## src/include/decode_params.svh

```systemverilog
// shared sizes for the offset decoder and these values are fixed by the byte layout of the selector
`ifndef DECODE_PARAMS_SVH
`define DECODE_PARAMS_SVH

// bytes in one instruction window
// byte 1 is the most significant byte
`define WINDOW_BYTES 16

// width of the extracted offset in bits
// wide enough for a ptr16:32 far pointer
`define OFFSET_WIDTH 48

// prefixes allowed ahead of the opcode
// one more prefix than this marks the window illegal
`define MAX_PREFIXES 3

`endif

```

## src/hdl/decode_pkg.sv

```systemverilog
// types shared by every stage of the offset decoder and the field widths follow decode_params.svh
`include "decode_params.svh"

package decode_pkg;

    // width of the field that follows the opcode
    // size48 is only used by the far pointer forms
    typedef enum logic [1:0] {
        size8  = 2'd0,
        size16 = 2'd1,
        size32 = 2'd2,
        size48 = 2'd3
    } offset_size_e;

    // controls produced by the length decoder
    typedef struct packed {
        // start byte code as the selector expects it
        logic [2:0]   off_sel;
        offset_size_e offset_size;
        // ptr16:16 form, selector moves up to offset[47:32]
        logic         ovr;
        logic [3:0]   instr_length;
        logic         illegal;
    } decode_ctrl_t;

    // what leaves the pipeline
    typedef struct packed {
        logic [`OFFSET_WIDTH-1:0] offset;
        logic [3:0]               instr_length;
        logic                     illegal;
    } decode_result_t;

    // first pipeline stage carries the raw window along with its controls
    typedef struct packed {
        logic [`WINDOW_BYTES*8-1:0] window;
        decode_ctrl_t               ctrl;
    } stage1_t;

endpackage

```

## src/hdl/instr_length_decoder.sv

```systemverilog
// decodes only the branch and far-transfer subset and any other opcode or a fourth prefix is flagged illegal
`timescale 1ns/1ps
`include "decode_params.svh"

module instr_length_decoder
    import decode_pkg::*;
(
    input  logic [`WINDOW_BYTES*8-1:0] window,
    output decode_ctrl_t               ctrl
);

    // window split into bytes, byte 1 first
    logic [7:0] win_byte [1:`WINDOW_BYTES];

    logic [1:0]   prefix_cnt;
    logic         too_many;
    logic         override;
    logic         scanning;
    logic [7:0]   op0;
    logic [7:0]   op1;
    logic         two_byte;
    logic         known;
    logic         far_ptr;
    offset_size_e size;
    logic [2:0]   field_start;
    logic [2:0]   off_code;
    logic [3:0]   field_bytes;
    logic         illegal;

    // operand-size override and the two ignored segment prefixes
    function automatic logic is_prefix(input logic [7:0] b);
        return (b == 8'h66) || (b == 8'h2e) || (b == 8'h3e);
    endfunction

    always_comb begin
        for (int i = 1; i <= `WINDOW_BYTES; i++) begin
            win_byte[i] = window[8*(`WINDOW_BYTES-i) +: 8];
        end
    end

    // count leading prefixes
    // one byte past the limit is looked at so a fourth prefix can be caught
    always_comb begin
        prefix_cnt = 2'd0;
        too_many   = 1'b0;
        override   = 1'b0;
        scanning   = 1'b1;
        for (int i = 1; i <= `MAX_PREFIXES + 1; i++) begin
            if (scanning && is_prefix(win_byte[i])) begin
                if (i > `MAX_PREFIXES) begin
                    too_many = 1'b1;
                end else begin
                    prefix_cnt = prefix_cnt + 2'd1;
                    if (win_byte[i] == 8'h66) begin
                        override = 1'b1;
                    end
                end
            end else begin
                scanning = 1'b0;
            end
        end
    end

    // opcode sits right after the prefixes, second byte only matters for 0F
    assign op0 = win_byte[prefix_cnt + 1];
    assign op1 = win_byte[prefix_cnt + 2];

    // opcode classification
    always_comb begin
        two_byte = 1'b0;
        known    = 1'b1;
        far_ptr  = 1'b0;
        size     = size8;
        if (op0 == 8'h0f) begin
            two_byte = 1'b1;
            // jcc rel32 family
            if (op1[7:4] == 4'h8) begin
                size = override ? size16 : size32;
            end else begin
                known = 1'b0;
            end
        end else if ((op0 == 8'heb) || (op0[7:4] == 4'h7)) begin
            // short jmp and short jcc
            size = size8;
        end else if ((op0 == 8'he8) || (op0 == 8'he9)) begin
            size = override ? size16 : size32;
        end else if (op0 == 8'hc2) begin
            // ret imm16 ignores the override
            size = size16;
        end else if ((op0 == 8'hea) || (op0 == 8'h9a)) begin
            far_ptr = 1'b1;
            size    = override ? size32 : size48;
        end else begin
            known = 1'b0;
        end
    end

    // first field byte, 2 to 6
    assign field_start = {1'b0, prefix_cnt} + (two_byte ? 3'd2 : 3'd1) + 3'd1;

    // selector start code
    always_comb begin
        case (field_start)
            3'd2:    off_code = 3'd5;
            3'd3:    off_code = 3'd6;
            3'd4:    off_code = 3'd7;
            3'd5:    off_code = 3'd4;
            default: off_code = 3'd0;
        endcase
    end

    always_comb begin
        case (size)
            size8:   field_bytes = 4'd1;
            size16:  field_bytes = 4'd2;
            size32:  field_bytes = 4'd4;
            default: field_bytes = 4'd6;
        endcase
    end

    assign illegal = too_many || !known;

    // illegal windows get size8 and zero length
    always_comb begin
        ctrl.off_sel      = illegal ? 3'd0 : off_code;
        ctrl.offset_size  = illegal ? size8 : size;
        ctrl.ovr          = !illegal && far_ptr && override;
        ctrl.instr_length = illegal ? 4'd0 : {1'b0, field_start} - 4'd1 + field_bytes;
        ctrl.illegal      = illegal;
    end

endmodule

```

## src/hdl/offset_selector.sv

```systemverilog
// field bytes must start between window bytes 2 and 6 and off_sel uses the start code of the length decoder
`timescale 1ns/1ps
`include "decode_params.svh"

module offset_selector
    import decode_pkg::*;
(
    input  logic [`WINDOW_BYTES*8-1:0] window,
    input  logic [2:0]                 off_sel,
    input  offset_size_e               offset_size,
    input  logic                       ovr,
    output logic [`OFFSET_WIDTH-1:0]   offset
);

    // only bytes 2 through 11 can hold a field byte
    logic [7:0] win_byte [2:11];
    // first level picks among starts 2 to 5
    logic [7:0] lvl1 [0:5];
    // second level adds start 6
    logic [7:0] field [0:5];
    logic       keep_byte1;
    logic       wide;
    logic       full;

    always_comb begin
        for (int k = 2; k <= 11; k++) begin
            win_byte[k] = window[8*(`WINDOW_BYTES-k) +: 8];
        end
    end

    // two mux levels per field byte
    always_comb begin
        for (int k = 0; k < 6; k++) begin
            case (off_sel[1:0])
                2'd0: lvl1[k] = win_byte[5+k];
                2'd1: lvl1[k] = win_byte[2+k];
                2'd2: lvl1[k] = win_byte[3+k];
                default: lvl1[k] = win_byte[4+k];
            endcase
            // codes 0 to 3 all mean start byte 6
            field[k] = off_sel[2] ? lvl1[k] : win_byte[6+k];
        end
    end

    // size decode
    assign keep_byte1 = (offset_size != size8);
    assign wide       = offset_size[1];
    assign full       = (offset_size == size48);

    always_comb begin
        // low byte is always passed
        offset[7:0]  = field[0];
        offset[15:8] = keep_byte1 ? field[1] : 8'h00;
        // upper half of a 32-bit field, blanked when the selector goes up
        offset[31:16] = (wide && !ovr) ? {field[3], field[2]} : 16'h0000;
        // segment selector of a far pointer
        case ({ovr, full})
            2'b01:   offset[47:32] = {field[5], field[4]};
            2'b10:   offset[47:32] = {field[3], field[2]};
            2'b11:   offset[47:32] = {field[5], field[4]};
            default: offset[47:32] = 16'h0000;
        endcase
    end

endmodule

```

## src/hdl/stage_register.sv

```systemverilog
// one pipeline stage with no stall input and a new load always overwrites the held payload
`timescale 1ns/1ps

module stage_register #(
    parameter type payload_t = logic
) (
    input  logic     clk,
    input  logic     reset,
    input  logic     load,
    input  payload_t din,
    output logic     valid,
    output payload_t dout
);

    // valid tracks load one cycle later
    always_ff @(posedge clk) begin
        if (reset) begin
            valid <= 1'b0;
        end else begin
            valid <= load;
        end
    end

    // payload only moves on load
    // contents are don't care while valid is low
    always_ff @(posedge clk) begin
        if (load) begin
            dout <= din;
        end
    end

endmodule

```

## src/hdl/offset_decode_top.sv

```systemverilog
// two-cycle pipeline with no back-pressure and out_valid follows in_valid exactly two edges later
`timescale 1ns/1ps
`include "decode_params.svh"

module offset_decode_top
    import decode_pkg::*;
(
    input  logic                       clk,
    input  logic                       reset,
    input  logic                       in_valid,
    input  logic [`WINDOW_BYTES*8-1:0] in_window,
    output logic                       out_valid,
    output decode_result_t             out_result
);

    decode_ctrl_t             dec_ctrl;
    stage1_t                  stage1_din;
    stage1_t                  stage1_q;
    logic                     stage1_valid;
    logic [`OFFSET_WIDTH-1:0] sel_offset;
    decode_result_t           result_d;

    // prefix and opcode decode straight off the input window
    instr_length_decoder u_decoder (
        .window (in_window),
        .ctrl   (dec_ctrl)
    );

    assign stage1_din = '{window: in_window, ctrl: dec_ctrl};

    stage_register #(
        .payload_t (stage1_t)
    ) u_stage1 (
        .clk   (clk),
        .reset (reset),
        .load  (in_valid),
        .din   (stage1_din),
        .valid (stage1_valid),
        .dout  (stage1_q)
    );

    // byte steering in the second cycle
    offset_selector u_selector (
        .window      (stage1_q.window),
        .off_sel     (stage1_q.ctrl.off_sel),
        .offset_size (stage1_q.ctrl.offset_size),
        .ovr         (stage1_q.ctrl.ovr),
        .offset      (sel_offset)
    );

    // illegal windows leave with a zero offset
    assign result_d = '{
        offset:       stage1_q.ctrl.illegal ? {`OFFSET_WIDTH{1'b0}} : sel_offset,
        instr_length: stage1_q.ctrl.instr_length,
        illegal:      stage1_q.ctrl.illegal
    };

    stage_register #(
        .payload_t (decode_result_t)
    ) u_stage2 (
        .clk   (clk),
        .reset (reset),
        .load  (stage1_valid),
        .din   (result_d),
        .valid (out_valid),
        .dout  (out_result)
    );

endmodule

```

## config.mk

```make
export PLATFORM = sky130hd
export DESIGN_NAME = offset_decode_top
export DESIGN_NICKNAME = d
export VERILOG_FILES = /design/src/hdl/decode_pkg.sv /design/src/hdl/instr_length_decoder.sv /design/src/hdl/offset_selector.sv /design/src/hdl/stage_register.sv /design/src/hdl/offset_decode_top.sv
export VERILOG_INCLUDE_DIRS = /design/src /design/src/include
export SDC_FILE = /design/constraint.sdc
export NUM_CORES = 1
export LEC_CHECK = 0
export BUFFER_PORTS_ARGS = -buffer_cell sky130_fd_sc_hd__buf_4
export CAP_MARGIN = 20
export CORE_MARGIN = 10
export CORE_UTILIZATION = 30
export DETAILED_ROUTE_END_ITERATION = 16
export PLACE_DENSITY = 0.58
export SYNTH_ARGS = -nofsm -noshare
export SYNTH_HDL_FRONTEND = slang
export SYNTH_HIERARCHICAL = 1
export SYNTH_SLANG_ARGS = --single-unit
```

## constraint.sdc

```tcl
create_clock -name clk -period 16.75 [get_ports clk]
set_input_delay 0 -clock clk [delete_from_list [all_inputs] [get_ports clk]]
set_output_delay 0 -clock clk [all_outputs]
set_load 0.1 [all_outputs]
```

### Word-level counts from Yosys, hierarchy flattened

Index checks and enable logic that the tools add are counted.
Widths: inputs -> output; s select.

| cells by class | value |
|---|---|
| $add $sub $neg | 8 |
| order comparisons | 2 |
| equality and inequality tests | 33 |
| mux-type cells | 54 |
| bitwise gates (word level) | 4 |
| reduce and logical (&&, ||, !) cells | 27 |

Operators by type and width:

| kind | number |
|---|---|
| $pmux 8 s3 | 6 |
| $bmux 8 s5 | 2 |
| $mux 8 | 10 |
| $ge 33x6->1 const B | 2 |
| $not 32->33 | 2 |
| $eq 8x6->1 const B | 8 |
| $eq 8x8->1 const B | 6 |
| $eq 8x7->1 const B | 4 |
| $pmux 16 s2 | 1 |
| $mux 1 | 23 |
| $mux 2 | 10 |
| $logic_or 1x1->1 | 12 |
| $pmux 3 s4 | 1 |
| $eq 2x2->1 const B | 5 |
| $pmux 3 s3 | 1 |
| $eq 8x4->1 const B | 1 |
| $eq 2x1->1 const B | 3 |
| $eq 3x2->1 const B | 2 |
| $eq 3x3->1 const B | 2 |
| $logic_and 1x1->1 | 6 |
| $reduce_or 2->1 | 3 |
| $add 4x3->4 | 1 |
| $eq 4x3->1 const B | 1 |
| $eq 4x4->1 const B | 1 |
| 11 further kinds | 15 |

| storage, ports and cells | value |
|---|---|
| flip-flop bits (word level) | 186 |
| input bits | 131 |
| output and inout bits | 54 |

### Depth between registers and ports, before layout

| logic depth | value |
|---|---|
| depth in word-level cells | 25 |
| gate-level depth with buffers | 25 |
| mapped depth without buffers | 22 |

### Modules after synthesis

Netlist, hierarchy kept.

Modules (own cells, without submodules):

| module | times used | cells an instance | area each (um2) | sequential area each (um2) |
|---|---|---|---|---|
| stage_register (u_stage1) | 1 | 141 | 4207.8 | 4194.0 |
| offset_selector | 1 | 255 | 2104.5 | 0.0 |
| stage_register (u_stage2) | 1 | 55 | 1625.3 | 1611.5 |
| instr_length_decoder | 1 | 171 | 1320.0 | 0.0 |
| offset_decode_top | 1 | 53 | 344.1 | 0.0 |

### Least setup slack after synthesis

Ideal clock, no wire load.

| path | value |
|---|---|
| kind | input to register |
| from | in in_window[115] |
| to | reg u_stage1/dout[4] (netlist name) (data pin) |
| setup time | 277 ps |
| arrival | 5543 ps |
| slack | 10931 ps |
| stages on the path | 23 |
| cells stage by stage | or3b_1 a211o_1 buf_2 a2111oi_0 ha_1 clkbuf_1 clkbuf_1 mux2_2 a221o_1 o31ai_2 nand3b_1 nor2_2 ha_1 inv_1 fa_1 inv_1 ha_1 inv_1 ha_1 inv_1 fa_1 xor2_1 nor3_1 |

| on the way | value |
|---|---|
| longest elaborated chain between the ends | 22 |
| elaborated cells between the ends (all ways) | 66 |
| those cells by class | add/sub (7); eq/ne (14); mux (32); bitwise (2); reduce/logical (11) |

Ends and longest elaborated chain:

| element | RTL line | RTL |
|---|---|---|
| from (decl) | offset_decode_top.sv:11 | `` input logic [`WINDOW_BYTES*8-1:0] in_window, `` |
| branches (longest 22 deep; another with $add 2x1->3) | - |  |
| to (signal assigned) | stage_register.sv:28 | `dout <= din;` |
| to (decl) | stage_register.sv:12 | `output payload_t dout` |

Parallel ways; which one is timed is not known. The select of a mux whose other input is x is not followed.
A chain may end at the register's enable or synchronous reset.

### Worst setup path in the final report

Ends and elaborated chain as after synthesis.

==> flow_metrics.env <==
export IMPL_gp_congestion=0.875
export IMPL_drive_gt1_share_pct=27.8
export IMPL_vias=5920
export IMPL_pwr_density_cell_nw_per_um2=95.4
export IMPL_clock_fmax_ghz=0.144
export IMPL_rsz0062_at_grt="no"
export IMPL_die_w_um=185
export IMPL_ios=185
export IMPL_dieArea_um2=34200
export IMPL_drtPass1Iterations=4
export IMPL_diodes=0
export IMPL_hp_class="input pin to flop"
export IMPL_hold_violations=0
export IMPL_synthCells=627
export IMPL_drt_iter0_drc=471
export IMPL_grt_pass1_vias=6030
export IMPL_core_area_um2=26900
export IMPL_ys_warn_count=6
export IMPL_worstSetupStartpointType="input pin"
export IMPL_mostFrequentLayoutCell="buf_4"
export IMPL_synth_area_um2=8160
export IMPL_antenna_found_initial=0
export IMPL_crit_type="input pin to flop"
export IMPL_port_buffers=144
export IMPL_grt_max_degree=65
export IMPL_whs_ns=0.0860
export IMPL_setup_violations_final=0
export IMPL_gr_total_overflow=0
export IMPL_power_total_mw=1.03
export IMPL_report_final_slew_viol_count=0
export IMPL_initial_core_util_pct=30.4
export IMPL_cts_tree="done"
export IMPL_final_cell_mix="buf_4, edfxtp_1, dlygate4sd3_1"
export IMPL_grt_pass1_wl_um=35300
export IMPL_syn2layout_area_growth_pct=32.3
export IMPL_clock_latency_ns=0.42
export IMPL_cts_buffer_depth=2
export IMPL_worstMarginPinSlew_ns=0.998
export IMPL_cts_resized=0
export IMPL_synth_area_per_cell_um2=13.0
export IMPL_worstSetupEndpointType="flop"
export IMPL_worstPathArrival_ns=7.12
export IMPL_final_cells=1189
export IMPL_skew_ns=0.00666
export IMPL_hpwl_um=17200
export IMPL_cts_sinks=146
export IMPL_post_route_period_util_pct=41.6
export IMPL_drc_errors=0
export IMPL_die_y_um=185
export IMPL_crit_required_ns=16.90
export IMPL_synth_net_count=766
export IMPL_via_per_inst=4.98
export IMPL_finalCriticalPeriod_ns=6.97
export IMPL_slew_headroom_pct=33.5
export IMPL_layout_setup_ws_ns=9.78
export IMPL_place_ws_ns=9.99
export IMPL_max_cap_viol_count=0
export IMPL_wire_per_inst_um=19.4
export IMPL_num_rows=60
export IMPL_ant_nets=0
export IMPL_fin_tns_setup_ns=0
export IMPL_worstPathMaxFanout=23
export IMPL_nets=974
export IMPL_status="completed"
export IMPL_cts_root_buf="clkbuf_16"
export IMPL_cts_buffers=17
export IMPL_cts_clk_slew_worst_paths_ns=0.06
export IMPL_post_place_cells=1076
export IMPL_ir_worst_vdd_mv=0.0675
export IMPL_htreeDepth=4
export IMPL_grt_use_total_pct=13.5
export IMPL_p_leak_nw=3.99
export IMPL_wl_um=23100
==> registers in the layout, summed over array words and instances (netlist names) <==
signal and count:
u_stage2/dout 53, u_stage1/dout 91, u_stage1/valid 1, u_stage2/valid 1
==> critical path, stage by stage <==
cell and delay (ns):
dlygate4sd3_1 0.53, buf_4 0.16, or3b_1 0.39, a211o_1 0.44, a2111oi_0 0.62, buf_4 0.24, ha_1 0.81, clkinv_1 0.54
nand2_1 0.21, o21ai_0 0.11, o31ai_2 0.49, nand3b_1 0.27, nor2_2 0.31, ha_1 0.19, inv_1 0.05, fa_1 0.58
inv_1 0.06, ha_1 0.26, inv_1 0.06, ha_1 0.14, inv_1 0.05, fa_1 0.37, xor2_1 0.16, nor3_1 0.06
==> worst paths after layout <==
| check | from | end | slack (ns) | cells past startpoint |
|---|---|---|---|---|
| hold reg to reg | u_stage1/dout[2]$_DFFE_PP_ | u_stage2/dout[2]$_DFFE_PP_ | 0.42 | 0 |
| setup reg to reg | u_stage1/dout[8]$_DFFE_PP_ | u_stage2/dout[41]$_DFFE_PP_ | 14.32 | 4 |
| setup / recovery | in_window[115] | u_stage1/dout[4]$_DFFE_PP_ | 9.78 | 24 |
| hold / removal | in_valid | u_stage1/dout[91]$_DFFE_PP_ | 0.09 | 1 |
==> per-stage QoR <==
stage,area [um^2],util [%]
2_1_floorplan,8160,-
3_3_place_gp,9440,35.1
3_5_place_dp,9440,35.1
4_1_cts,10800,40.2
5_1_grt,10800,40.2
6_report,10800,40.2
==> layout make-up <==
class	count	area, um^2
Sequential cell	146	4370
Inverter	12	47.5
Fill cell	2555	16100
Timing Repair Buffer	232	1940
Clock buffer	19	433
Clock inverter	13	113
Multi-Input combinational cell	426	3470
Tap cell	341	427
==> power by group <==
group          switching, mW  internal (mW)  total, mW
combinational          0.142         0.0861      0.228
sequential            0.0182          0.434      0.452
clock                  0.146          0.204      0.350
==> routing by layer <==
layer	wire (um)	global-route usage (%)	share of wire [%]	vias up
li1	-	-	-	2825
met1	10800	18.5	47	2843
met2	10500	20.4	45	235
met3	1450	3.02	6.3	17
met4	399	4.75	1.7	0
met5	0	0	0	-
==> what timing repair did <==
item	4_1_cts	5_1_grt
hold endpoints to repair	82	0
setup buffers	0	0
hold buffers	81	0
(Power assumes the default switching activity.)
